## src/verilog/lpif_pkg.sv

```systemverilog
// Link word struct, lane layout constants and auto-sync state encoding

package lpif_pkg;

  ////////////////////////////////////////////////////////////////////////////
  // PHY lane geometry

  // One PHY lane per direction per slice
  localparam int LANE_W     = 40;

  // Payload split, lane 0 takes the low part of the link word
  localparam int LANE0_BITS = 38;
  localparam int LANE1_BITS = 37;

  // Full link word width across both lanes
  localparam int LINK_W     = LANE0_BITS + LANE1_BITS;

  // Per-lane sideband positions
  localparam int STB_BIT    = 39;
  // Marker slot, held at zero since there are no user markers
  localparam int MRK_BIT    = 38;

  ////////////////////////////////////////////////////////////////////////////
  // Config and status widths

  // Online delay programming
  localparam int DELAY_W    = 16;
  // Debug status words
  localparam int DBG_W      = 32;

  ////////////////////////////////////////////////////////////////////////////
  // Link word, MSB first

  typedef struct packed {
    logic [3:0]  state;
    logic [1:0]  protid;
    logic [63:0] data;
    // Data qualifier
    logic        dvalid;
    logic [1:0]  crc;
    logic        crc_valid;
    // Word qualifier, bit 0 of the link word
    logic        valid;
  } link_word_t;

  ////////////////////////////////////////////////////////////////////////////
  // Auto-sync per-direction states

  typedef enum logic [1:0] {
    // Online input low
    SYNC_OFF  = 2'd0,
    // Counting down the programmed delay
    SYNC_WAIT = 2'd1,
    // Delayed flag asserted
    SYNC_ON   = 2'd2
  } sync_state_e;

endpackage

```

## src/verilog/ll_auto_sync.sv

```systemverilog
// Online delay state machines for tx and rx, persistent strobe userbit

`timescale 1ns/1ps

module ll_auto_sync (
  input  logic                         clk_wr,
  input  logic                         rst_n,

  // Raw online requests
  input  logic                         tx_online,
  input  logic                         rx_online,

  // Programmed delays in clk_wr cycles
  input  logic [lpif_pkg::DELAY_W-1:0] delay_x_value,
  input  logic [lpif_pkg::DELAY_W-1:0] delay_y_value,
  input  logic [lpif_pkg::DELAY_W-1:0] delay_z_value,

  // Delayed flags to the lane logic
  output logic                         tx_online_delay,
  output logic                         tx_data_en,
  output logic                         rx_online_delay,
  output logic                         tx_stb_userbit
);

  // Current state and down-counter per wait
  lpif_pkg::sync_state_e         rx_st, rx_st_nxt;
  lpif_pkg::sync_state_e         tx_st, tx_st_nxt;
  lpif_pkg::sync_state_e         en_st, en_st_nxt;
  logic [lpif_pkg::DELAY_W-1:0]  rx_cnt, rx_cnt_nxt;
  logic [lpif_pkg::DELAY_W-1:0]  tx_cnt, tx_cnt_nxt;
  logic [lpif_pkg::DELAY_W-1:0]  en_cnt, en_cnt_nxt;

  ////////////////////////////////////////////////////////////////////////////
  // One step of a delay machine

  // First high sample loads dly-1, so ON lands exactly dly edges later
  function automatic void sync_step(
    input  logic                         go,
    input  lpif_pkg::sync_state_e        st,
    input  logic [lpif_pkg::DELAY_W-1:0] cnt,
    input  logic [lpif_pkg::DELAY_W-1:0] dly,
    output lpif_pkg::sync_state_e        st_nxt,
    output logic [lpif_pkg::DELAY_W-1:0] cnt_nxt
  );
    st_nxt  = st;
    cnt_nxt = cnt;
    if (!go) begin
      st_nxt  = lpif_pkg::SYNC_OFF;
      cnt_nxt = '0;
    end else begin
      case (st)
        lpif_pkg::SYNC_OFF: begin
          // Zero delay goes straight on
          if (dly == '0) begin
            st_nxt = lpif_pkg::SYNC_ON;
          end else begin
            st_nxt  = lpif_pkg::SYNC_WAIT;
            cnt_nxt = dly - 1'b1;
          end
        end
        lpif_pkg::SYNC_WAIT: begin
          if (cnt == '0) begin
            st_nxt = lpif_pkg::SYNC_ON;
          end else begin
            cnt_nxt = cnt - 1'b1;
          end
        end
        default: st_nxt = lpif_pkg::SYNC_ON;
      endcase
    end
  endfunction

  ////////////////////////////////////////////////////////////////////////////
  // Next state

  always_comb begin
    // Rx side, x wait
    sync_step(rx_online, rx_st, rx_cnt, delay_x_value, rx_st_nxt, rx_cnt_nxt);
    // Tx side, y wait
    sync_step(tx_online, tx_st, tx_cnt, delay_y_value, tx_st_nxt, tx_cnt_nxt);
    // z wait starts on the edge where tx goes online
    sync_step(tx_st_nxt == lpif_pkg::SYNC_ON, en_st, en_cnt, delay_z_value,
              en_st_nxt, en_cnt_nxt);
  end

  always_ff @(posedge clk_wr) begin
    if (!rst_n) begin
      rx_st  <= lpif_pkg::SYNC_OFF;
      tx_st  <= lpif_pkg::SYNC_OFF;
      en_st  <= lpif_pkg::SYNC_OFF;
      rx_cnt <= '0;
      tx_cnt <= '0;
      en_cnt <= '0;
    end else begin
      rx_st  <= rx_st_nxt;
      tx_st  <= tx_st_nxt;
      en_st  <= en_st_nxt;
      rx_cnt <= rx_cnt_nxt;
      tx_cnt <= tx_cnt_nxt;
      en_cnt <= en_cnt_nxt;
    end
  end

  // Flags decode straight from state
  assign rx_online_delay = (rx_st == lpif_pkg::SYNC_ON);
  assign tx_online_delay = (tx_st == lpif_pkg::SYNC_ON);
  assign tx_data_en      = (en_st == lpif_pkg::SYNC_ON);

  // Persistent strobe, on for as long as tx is online
  assign tx_stb_userbit  = tx_online_delay;

  // Data enable must sit inside the tx online window
  a_en_in_online: assert property (@(posedge clk_wr) disable iff (!rst_n)
    tx_data_en |-> tx_online_delay);

endmodule

```

## src/verilog/lpif_slave_concat.sv

```systemverilog
// Lane split and reassembly, strobe check, online gating and debug counters

`timescale 1ns/1ps

module lpif_slave_concat (
  input  logic                        clk_wr,
  input  logic                        rst_n,

  // From auto-sync
  input  logic                        tx_online_delay,
  input  logic                        tx_data_en,
  input  logic                        rx_online_delay,
  input  logic                        tx_stb_userbit,

  // Link words to and from the user interface
  input  lpif_pkg::link_word_t        ustrm_word,
  output lpif_pkg::link_word_t        dstrm_word,

  // PHY lanes
  output logic [lpif_pkg::LANE_W-1:0] tx_phy0,
  output logic [lpif_pkg::LANE_W-1:0] tx_phy1,
  input  logic [lpif_pkg::LANE_W-1:0] rx_phy0,
  input  logic [lpif_pkg::LANE_W-1:0] rx_phy1,

  // Debug status
  output logic [lpif_pkg::DBG_W-1:0]  rx_downstream_debug_status,
  output logic [lpif_pkg::DBG_W-1:0]  tx_upstream_debug_status
);

  // Flat view of the outgoing word for slicing
  logic [lpif_pkg::LINK_W-1:0] tx_word_bits;
  logic [lpif_pkg::LANE_W-1:0] tx_lane0_nxt;
  logic [lpif_pkg::LANE_W-1:0] tx_lane1_nxt;
  logic                        tx_sent_valid;

  // Receive side
  lpif_pkg::link_word_t        rx_word;
  logic                        rx_stb_ok;
  logic                        rx_take;

  // Word counters
  logic [lpif_pkg::DBG_W-1:0]  tx_cnt;
  logic [lpif_pkg::DBG_W-1:0]  rx_cnt;

  ////////////////////////////////////////////////////////////////////////////
  // Transmit lanes

  assign tx_word_bits = ustrm_word;

  always_comb begin
    // Idle lanes are all zero
    tx_lane0_nxt = '0;
    tx_lane1_nxt = '0;
    if (tx_online_delay) begin
      tx_lane0_nxt[lpif_pkg::STB_BIT] = tx_stb_userbit;
      tx_lane1_nxt[lpif_pkg::STB_BIT] = tx_stb_userbit;
      // No user markers
      tx_lane0_nxt[lpif_pkg::MRK_BIT] = 1'b0;
      tx_lane1_nxt[lpif_pkg::MRK_BIT] = 1'b0;
      // Strobe-only until data is enabled
      if (tx_data_en) begin
        tx_lane0_nxt[lpif_pkg::LANE0_BITS-1:0] =
          tx_word_bits[lpif_pkg::LANE0_BITS-1:0];
        // Upper word bits, lane 1 bit 37 stays as pad
        tx_lane1_nxt[lpif_pkg::LANE1_BITS-1:0] =
          tx_word_bits[lpif_pkg::LINK_W-1:lpif_pkg::LANE0_BITS];
      end
    end
  end

  always_ff @(posedge clk_wr) begin
    if (!rst_n) begin
      tx_phy0 <= '0;
      tx_phy1 <= '0;
    end else begin
      tx_phy0 <= tx_lane0_nxt;
      tx_phy1 <= tx_lane1_nxt;
    end
  end

  ////////////////////////////////////////////////////////////////////////////
  // Receive lanes

  // Reassemble, lane 1 on top
  assign rx_word = {rx_phy1[lpif_pkg::LANE1_BITS-1:0],
                    rx_phy0[lpif_pkg::LANE0_BITS-1:0]};

  // Both lanes must carry the strobe
  assign rx_stb_ok = rx_phy0[lpif_pkg::STB_BIT] & rx_phy1[lpif_pkg::STB_BIT];
  assign rx_take   = rx_online_delay & rx_stb_ok;

  always_ff @(posedge clk_wr) begin
    if (!rst_n) begin
      dstrm_word <= '0;
    end else if (rx_take) begin
      dstrm_word <= rx_word;
    end else begin
      // Dropped or offline, present an empty word
      dstrm_word <= '0;
    end
  end

  ////////////////////////////////////////////////////////////////////////////
  // Debug counters

  // Valid words leaving on the lanes
  assign tx_sent_valid = tx_online_delay & tx_data_en & ustrm_word.valid;

  always_ff @(posedge clk_wr) begin
    if (!rst_n) begin
      tx_cnt <= '0;
      rx_cnt <= '0;
    end else begin
      // Saturating counts
      if (tx_sent_valid && (tx_cnt != '1)) begin
        tx_cnt <= tx_cnt + 1'b1;
      end
      if (rx_take && rx_word.valid && (rx_cnt != '1)) begin
        rx_cnt <= rx_cnt + 1'b1;
      end
    end
  end

  assign tx_upstream_debug_status   = tx_cnt;
  assign rx_downstream_debug_status = rx_cnt;

  ////////////////////////////////////////////////////////////////////////////
  // Checks

  // Strobes split across lanes once rx is up, the word gets dropped
  a_rx_stb_match: assert property (@(posedge clk_wr) disable iff (!rst_n)
    rx_online_delay |->
      (rx_phy0[lpif_pkg::STB_BIT] == rx_phy1[lpif_pkg::STB_BIT]))
    else $warning("lane strobe mismatch at %0t", $time);

endmodule

```

## src/verilog/lpif_slave_name.sv

```systemverilog
// User interface field mapping between LPIF channels and link words

`timescale 1ns/1ps

module lpif_slave_name (
  ////////////////////////////////////////////////////////////////////////////
  // Upstream channel in

  input  logic [3:0]           ustrm_state,
  input  logic [1:0]           ustrm_protid,
  input  logic [63:0]          ustrm_data,
  input  logic                 ustrm_dvalid,
  input  logic [1:0]           ustrm_crc,
  input  logic                 ustrm_crc_valid,
  input  logic                 ustrm_valid,

  // Packed word towards the lanes
  output lpif_pkg::link_word_t ustrm_word,

  ////////////////////////////////////////////////////////////////////////////
  // Downstream channel out

  // Packed word from the lanes
  input  lpif_pkg::link_word_t dstrm_word,

  output logic [3:0]           dstrm_state,
  output logic [1:0]           dstrm_protid,
  output logic [63:0]          dstrm_data,
  output logic                 dstrm_dvalid,
  output logic [1:0]           dstrm_crc,
  output logic                 dstrm_crc_valid,
  output logic                 dstrm_valid
);

  // Upstream pack
  always_comb begin
    ustrm_word.state     = ustrm_state;
    ustrm_word.protid    = ustrm_protid;
    ustrm_word.data      = ustrm_data;
    ustrm_word.dvalid    = ustrm_dvalid;
    // CRC travels with its own qualifier
    ustrm_word.crc       = ustrm_crc;
    ustrm_word.crc_valid = ustrm_crc_valid;
    ustrm_word.valid     = ustrm_valid;
  end

  // Downstream unpack
  always_comb begin
    dstrm_state     = dstrm_word.state;
    dstrm_protid    = dstrm_word.protid;
    dstrm_data      = dstrm_word.data;
    dstrm_dvalid    = dstrm_word.dvalid;
    dstrm_crc       = dstrm_word.crc;
    dstrm_crc_valid = dstrm_word.crc_valid;
    // Zero word from the lane block means no transfer
    dstrm_valid     = dstrm_word.valid;
  end

endmodule

```

## src/verilog/lpif_slave_top.sv

```systemverilog
// Slave top level, auto-sync and user interface feeding the lane block

`timescale 1ns/1ps

module lpif_slave_top (
  input  logic                         clk_wr,
  input  logic                         rst_n,

  // Control
  input  logic                         tx_online,
  input  logic                         rx_online,
  input  logic [lpif_pkg::DELAY_W-1:0] delay_x_value,
  input  logic [lpif_pkg::DELAY_W-1:0] delay_y_value,
  input  logic [lpif_pkg::DELAY_W-1:0] delay_z_value,

  // Upstream channel
  input  logic [3:0]                   ustrm_state,
  input  logic [1:0]                   ustrm_protid,
  input  logic [63:0]                  ustrm_data,
  input  logic                         ustrm_dvalid,
  input  logic [1:0]                   ustrm_crc,
  input  logic                         ustrm_crc_valid,
  input  logic                         ustrm_valid,

  // Downstream channel
  output logic [3:0]                   dstrm_state,
  output logic [1:0]                   dstrm_protid,
  output logic [63:0]                  dstrm_data,
  output logic                         dstrm_dvalid,
  output logic [1:0]                   dstrm_crc,
  output logic                         dstrm_crc_valid,
  output logic                         dstrm_valid,

  // PHY lanes
  output logic [lpif_pkg::LANE_W-1:0]  tx_phy0,
  output logic [lpif_pkg::LANE_W-1:0]  tx_phy1,
  input  logic [lpif_pkg::LANE_W-1:0]  rx_phy0,
  input  logic [lpif_pkg::LANE_W-1:0]  rx_phy1,

  // Debug status
  output logic [lpif_pkg::DBG_W-1:0]   rx_downstream_debug_status,
  output logic [lpif_pkg::DBG_W-1:0]   tx_upstream_debug_status
);

  ////////////////////////////////////////////////////////////////////////////
  // Interconnect

  logic                 tx_online_delay;
  logic                 tx_data_en;
  logic                 rx_online_delay;
  logic                 tx_stb_userbit;
  lpif_pkg::link_word_t ustrm_word;
  lpif_pkg::link_word_t dstrm_word;

  // Online delays and strobe
  ll_auto_sync u_auto_sync (
    .clk_wr          (clk_wr),
    .rst_n           (rst_n),
    .tx_online       (tx_online),
    .rx_online       (rx_online),
    .delay_x_value   (delay_x_value),
    .delay_y_value   (delay_y_value),
    .delay_z_value   (delay_z_value),
    .tx_online_delay (tx_online_delay),
    .tx_data_en      (tx_data_en),
    .rx_online_delay (rx_online_delay),
    .tx_stb_userbit  (tx_stb_userbit)
  );

  // Field naming for both channels
  lpif_slave_name u_name (
    .ustrm_state     (ustrm_state),
    .ustrm_protid    (ustrm_protid),
    .ustrm_data      (ustrm_data),
    .ustrm_dvalid    (ustrm_dvalid),
    .ustrm_crc       (ustrm_crc),
    .ustrm_crc_valid (ustrm_crc_valid),
    .ustrm_valid     (ustrm_valid),
    .ustrm_word      (ustrm_word),
    .dstrm_word      (dstrm_word),
    .dstrm_state     (dstrm_state),
    .dstrm_protid    (dstrm_protid),
    .dstrm_data      (dstrm_data),
    .dstrm_dvalid    (dstrm_dvalid),
    .dstrm_crc       (dstrm_crc),
    .dstrm_crc_valid (dstrm_crc_valid),
    .dstrm_valid     (dstrm_valid)
  );

  // Lanes, strobe check, counters
  lpif_slave_concat u_concat (
    .clk_wr                     (clk_wr),
    .rst_n                      (rst_n),
    .tx_online_delay            (tx_online_delay),
    .tx_data_en                 (tx_data_en),
    .rx_online_delay            (rx_online_delay),
    .tx_stb_userbit             (tx_stb_userbit),
    .ustrm_word                 (ustrm_word),
    .dstrm_word                 (dstrm_word),
    .tx_phy0                    (tx_phy0),
    .tx_phy1                    (tx_phy1),
    .rx_phy0                    (rx_phy0),
    .rx_phy1                    (rx_phy1),
    .rx_downstream_debug_status (rx_downstream_debug_status),
    .tx_upstream_debug_status   (tx_upstream_debug_status)
  );

endmodule
```

## config.mk

```make
export PLATFORM = sky130hd
export DESIGN_NAME = lpif_slave_top
export DESIGN_NICKNAME = d
export VERILOG_FILES = /design/src/verilog/lpif_pkg.sv /design/src/verilog/ll_auto_sync.sv /design/src/verilog/lpif_slave_concat.sv /design/src/verilog/lpif_slave_name.sv /design/src/verilog/lpif_slave_top.sv
export SDC_FILE = /design/constraint.sdc
export NUM_CORES = 1
export LEC_CHECK = 0
export BUFFER_PORTS_ARGS = -buffer_cell sky130_fd_sc_hd__buf_2
export CAP_MARGIN = 20
export CELL_PAD_IN_SITES_DETAIL_PLACEMENT = 1
export CELL_PAD_IN_SITES_GLOBAL_PLACEMENT = 1
export CORE_UTILIZATION = 33
export CTS_CLUSTER_SIZE = 28
export DETAILED_ROUTE_END_ITERATION = 7
export PLACE_DENSITY = 0.79
export SLEW_MARGIN = 15
export SYNTH_ARGS = -nofsm -noshare
export SYNTH_HDL_FRONTEND = slang
export SYNTH_SLANG_ARGS = --single-unit
```

## constraint.sdc

```tcl
create_clock -name clk_wr -period 2.9 [get_ports clk_wr]
set_input_delay 0.435 -clock clk_wr [delete_from_list [all_inputs] [get_ports clk_wr]]
set_output_delay 0.435 -clock clk_wr [all_outputs]
set_load 0.03 [all_outputs]
```

After elaboration in Yosys (flattened, before gate mapping)
Cells that the tools add are included.
{"block": "classes", "addsub": 8, "eq_ne": 17, "mux": 22, "bitwise": 4, "n_reduce_logical": 23}
{"cell": "16-bit zero test", "count": 6}
{"cell": "16-bit 2-to-1 mux", "count": 6}
{"cell": "16-bit case mux with 2 select lines", "count": 3}
{"cell": "16-bit by 1-bit subtractor with 16-bit output (second input constant)", "count": 6}
{"cell": "32-bit by 1-bit adder with 32-bit output (second input constant)", "count": 2}
{"cell": "32-bit inequality test (second input constant)", "count": 2}
{"cell": "40-bit 2-to-1 mux", "count": 1}
{"cell": "38-bit 2-to-1 mux", "count": 1}
{"cell": "2-bit 2-to-1 mux", "count": 8}
{"cell": "2-bit inequality test (second input constant)", "count": 6}
{"cell": "2-bit case mux with 2 select lines", "count": 3}
{"cell": "3-bit AND reduction", "count": 4}
{"cell": "2-bit == test (second input constant)", "count": 4}
{"cell": "2-bit AND reduction", "count": 4}
{"cell": "2-bit by 1-bit == test with 1-bit output (second input constant)", "count": 3}
{"cell": "2-bit zero test", "count": 3}
{"cell": "2-bit nonzero test", "count": 3}
{"cell": "1-bit bitwise AND", "count": 4}
{"cell": "2-bit by 1-bit inequality test with 1-bit output (second input constant)", "count": 2}
{"cell": "1-bit logical AND", "count": 3}
{"block": "word_totals", "ff_bits": 273, "in_bits": 207, "output_inout_bits": 219, "elab_cells": 94}

Logic depth before layout (Yosys ltp)
{"block": "depth", "ltp_word": 6, "mapped_depth": 13, "mapped_depth_nobuf": 9}

Cells and area by module
From an unflattened synthesis, not the netlist that was laid out.
{"block": "hier_totals", "cells_unflattened": 1438, "area_unflattened_um2": 12575.8}
{"module": "lpif_slave_concat", "n_inst": 1, "cells_each": 727, "area_per_inst_um2": 7372.1, "seq_area_each_um2": 4304.1}
{"module": "ll_auto_sync", "n_inst": 1, "cells_each": 561, "area_per_inst_um2": 4077.7, "seq_area_each_um2": 1081.0}
{"module": "lpif_slave_name", "n_inst": 1, "cells_each": 150, "area_per_inst_um2": 1126.1, "seq_area_each_um2": 0.0}

Least setup slack after synthesis
OpenSTA, ideal clock, no wires.
{"block": "synth_timing", "path_type": "register to register", "startpoint": "register u_auto_sync.en_st[0]", "endpoint": "register u_auto_sync.en_cnt[6] (netlist name)", "setup_time_ps": 74, "t_arrival_ps": 3091, "t_required_ps": 2826, "slack_ps": -265, "path_stages_with_launch": 13, "n_path_buf": 5, "synth_period_minus_slack_ps": 3165, "path_cell_list": "dfxtp_1 buf_2 nand2b_1 clkbuf_1 clkbuf_1 buf_1 mux2i_1 ha_1 clkbuf_1 inv_1 o41a_1 or4_1 a31oi_1"}
{"block": "synth_between", "elab_chain_len": 3, "elab_cells_between_ends": 7, "cone_classes": "eq/ne (3); mux (1); reduce/logical (3)"}
{"item": "start: declaration", "line": "ll_auto_sync.sv:28", "text": "lpif_pkg::sync_state_e en_st, en_st_nxt;"}
{"item": "start signal: assignment", "line": "ll_auto_sync.sv:90", "text": "en_st <= lpif_pkg::SYNC_OFF;"}
{"item": "start signal: assignment", "line": "ll_auto_sync.sv:97", "text": "en_st <= en_st_nxt;"}
{"item": "2-bit by 1-bit == test with 1-bit output / 2-bit zero test (equally long branches)", "line": "ll_auto_sync.sv:51", "text": "case (st)"}
{"item": "2-bit inequality test (no line) / 2-bit nonzero test (equally long branches)"}
{"item": "3-bit AND reduction (no line)"}
{"item": "end signal: assignment", "line": "ll_auto_sync.sv:100", "text": "en_cnt <= en_cnt_nxt;"}
{"item": "end: declaration", "line": "ll_auto_sync.sv:31", "text": "logic [lpif_pkg::DELAY_W-1:0] en_cnt, en_cnt_nxt;"}
Parallel ways exist; a longest one is shown, timed or not.
A chain may end at the register's enable or synchronous reset.

Worst setup path after layout
{"block": "layout_timing", "startpoint": "register u_auto_sync.rx_st[1]", "endpoint": "register u_auto_sync.rx_cnt[14] (netlist name)"}
{"block": "layout_between", "elab_chain_len": 3, "elab_cells_between_ends": 7, "cone_classes": "eq/ne (3); mux (1); reduce/logical (3)"}
{"item": "start: declaration", "line": "ll_auto_sync.sv:26", "text": "lpif_pkg::sync_state_e rx_st, rx_st_nxt;"}
{"item": "start signal: assignment", "line": "ll_auto_sync.sv:88", "text": "rx_st <= lpif_pkg::SYNC_OFF;"}
{"item": "start signal: assignment", "line": "ll_auto_sync.sv:95", "text": "rx_st <= rx_st_nxt;"}
{"item": "2-bit by 1-bit == test with 1-bit output / 2-bit zero test (equally long branches)", "line": "ll_auto_sync.sv:51"}
{"item": "2-bit inequality test (no line) / 2-bit nonzero test (equally long branches)"}
{"item": "3-bit AND reduction (no line)"}
{"item": "end signal: assignment", "line": "ll_auto_sync.sv:98", "text": "rx_cnt <= rx_cnt_nxt;"}
{"item": "end: declaration", "line": "ll_auto_sync.sv:29", "text": "logic [lpif_pkg::DELAY_W-1:0] rx_cnt, rx_cnt_nxt;"}
Parallel ways exist; a longest one is shown, timed or not.

==> flow_summary.toml <==
[min_path]
hp-class = "in -> reg"
worstHoldStart = "ustrm_data[39]"
holdPathStages = 2
hold_path_end = "u_concat.tx_phy1[6]$_SDFF_PN0_"

[synthesis]
synthTopCellsByArea = "dfxtp_1, and2_1, and3_1, nand2_1, nor2_1"
ys_seq_elements = 269
yosys_warnings = 0
yosysTopAreaCell = "dfxtp_1"
synth_commonest_cells = "dfxtp_1, and2_1, and3_1, nand2_1, nor2_1"
synthCells = 1292
synth_edf_count = 0
ys_types = 74
synth_most_common_cell = "dfxtp_1"
synthArstFlopShare_pct = 0
synth_top_area_share_pct = 46.5
synth_area_mm2 = 0.0116
synth.yosys.seq_area_share_pct = 46.5
syn_avg_cell_area_um2 = 8.97
synth_ff_type = "dfxtp_1"

[floorplanning]
core_area_mm2 = 0.0345
io_pins = 426
fp.dieH_um = 189
die_w_um = 189
rows = 68
die-area_mm2 = 0.0359
initial_utilization_pct = 33.5

[global_routing]
grtUsageTotal_pct = 21.8
grt_pass1_vias = 11619
antenna_found_initial = 2
grt_overflow_total = 0
grt_max_degree = 139
grt_first_pass_wirelength_mm = 63.2

[sta]
setup_viol = 0
rsz0062_at_grt = "false"
slew_violations = 0
max-slew-margin-rel_pct = 39.1
period_minus_slack_ns = 2.71
fmax_ghz = 0.368
setup-tns-final_ns = 0
worst_slew_pin_slew_ns = 0.914
skew_ns = 0.0315
post-route-period-util_pct = 93.6
hold_violations = 0

[worst_setup_path]
startpoint_type = "register"
setup.worst_path.class = "reg -> reg"
r2r_setup_slack_ns = 0.19
timing.rr.start = "u_auto_sync.rx_st[1]$_SDFFE_PN0P_"
crit_arrival_ns = 3.21
worst_r2r_path_depth = 7
cp_max_fo = 9
r2r_end = "u_auto_sync.rx_cnt[14]$_SDFFE_PN0P_"
cp_data_required_time_ns = 3.39
end_kind = "register"

[drt]
drtPass1Iterations = 5
num_vias = 11424
dr.first_iter.drc_count = 470
wl_mm = 40.7
ant_nets = 0
wire_per_inst_um = 18.7
drc = 0
viasPerCell = 5.26

[clocking]
hold_buffers = 0
post_cts_buffers = 0
cts-resized-gates = 0
clk_latency_ns = 0.58
clk_path_buf_depth = 3
cts_buffers = 31
clk_pin_slew_ns = 0.06
clkSinkCount = 269
cts_max_level = 1
cts-root-buf = "clkbuf_16"
cts_tree = "built"

[pwr]
ir_worst_vdd_v = 0.000508
powerDensity_mw_per_mm2 = 563
power_mw = 8.58
leakagePower_nw = 7.24

[cells_and_area]
antenna_cells = 0
final_cells = 2171
syn_to_final_growth_pct = 31.6
final_cell_area_mm2 = 0.0152
fin_nets = 1904
drive_above_1_share_pct = 30.7

[placed_design]
gp_congestion = 0.880
dp_hpwl_mm = 30.3
placed_area_mm2 = 0.0141
place_inst = 2114
portBuffers = 419

[outcome]
status = "completed"

[job]
max_cap_viol_count = 0
==> critical path: stages (launching register included) <==
cell and delay [ns]:
dfxtp_1 0.37, nand2b_1 0.42, mux2i_1 0.30, ha_1 0.38, o21ai_1 0.30, nand3b_4 0.25
or4_1 0.49, o211ai_1 0.11
==> per-layer routing <==
metal  GRT usage, %  wire (um)  up-vias  share of wire [%]
li1               -          -     5454                  -
met1           27.2      17300     5555                 43
met2           37.0      19500      339                 48
met3           4.95       2530       74                6.2
met4           7.20       1320        2                3.2
met5              0         11        -              0.027
==> stage by stage <==
| stage | util (%) | setup slack [ns] | hold slack, ns |
|---|---|---|---|
| floorplan | - | 0.0478 | 0.443 |
| global placement | 40.9 | 0.327 | 0.467 |
| detailed placement | 40.9 | 0.179 | 0.478 |
| CTS | 44.1 | 0.199 | 0.0292 |
| global route | 44.1 | 0.00890 | 0.0441 |
| finish | 44.1 | 0.185 | 0.0613 |
==> worst max path at each step <==
stage / start / end / slack [ns] / depth (start not counted)
after floorplan: u_auto_sync.tx_st[1]$_SDFF_PN0_ / u_auto_sync.tx_cnt[12]$_SDFFE_PN0P_ / 0.05 / 12
after global placement: u_auto_sync.rx_st[1]$_SDFFE_PN0P_ / u_auto_sync.rx_cnt[14]$_SDFFE_PN0P_ / 0.33 / 7
after detailed placement: u_auto_sync.rx_st[1]$_SDFFE_PN0P_ / u_auto_sync.rx_cnt[14]$_SDFFE_PN0P_ / 0.18 / 7
after CTS: u_auto_sync.rx_st[1]$_SDFFE_PN0P_ / u_auto_sync.rx_cnt[14]$_SDFFE_PN0P_ / 0.20 / 7
after global routing: u_auto_sync.rx_st[1]$_SDFFE_PN0P_ / u_auto_sync.rx_cnt[14]$_SDFFE_PN0P_ / 0.009 / 7
final: u_auto_sync.rx_st[1]$_SDFFE_PN0P_ / u_auto_sync.rx_cnt[14]$_SDFFE_PN0P_ / 0.19 / 7
==> cells by family after synthesis <==
family,after synthesis,synth area share [%]
simple gates,604,29.6
xor+xnor,49,3.70
flops,269,46.5
mux,26,2.29
other cells,1,0.0324
fa+ha+maj,5,0.540
compound gates,238,13.8
buf+inv,100,3.62
==> where the power goes <==
group / leakage (nW) / internal (mW) / switching (mW) / total, mW
logic: 4.54 / 0.280 / 0.392 / 0.672
clock network: 0.530 / 2.51 / 1.63 / 4.14
registers: 2.17 / 3.73 / 0.0420 / 3.77
==> flip-flops by register name, summed over array words and instances, names as in the netlist <==
register,count
u_auto_sync.en_cnt,16
u_auto_sync.tx_st,2
u_concat.tx_phy1,37
u_concat.tx_upstream_debug_status,32
u_concat.dstrm_word,75
u_auto_sync.rx_st,2
u_concat.rx_downstream_debug_status,32
u_auto_sync.rx_cnt,16
u_auto_sync.tx_cnt,16
u_concat.tx_phy0,39
u_auto_sync.en_st,2
==> layout make-up <==
class | count | area (um^2)
well taps | 455 | 569
multi-input cells | 925 | 5790
clock buffers | 40 | 890
clock inverters | 17 | 205
inverters | 15 | 56.3
flip-flops and latches | 269 | 5390
repair buffers | 450 | 2350
fillers | 4140 | 19300
==> cell usage in the layout, fill, tap and decap left out, drive strengths merged, types with 9 or more instances in the layout <==
cell	n
a21boi	9
a211oi	12
xnor2	30
xor2	19
buf	450
and3	98
inv	15
nand2b	17
o2111ai	16
clkbuf	40
nand4	30
or3	32
and2	119
a21oi	50
nor3	28
o21ai	55
mux2i	22
dfxtp	269
nor4	13
nor2	76
a31oi	22
and4	14
o211ai	10
nand2	94
nand3	36
or4	11
Power figures use the tool's default switching activity.
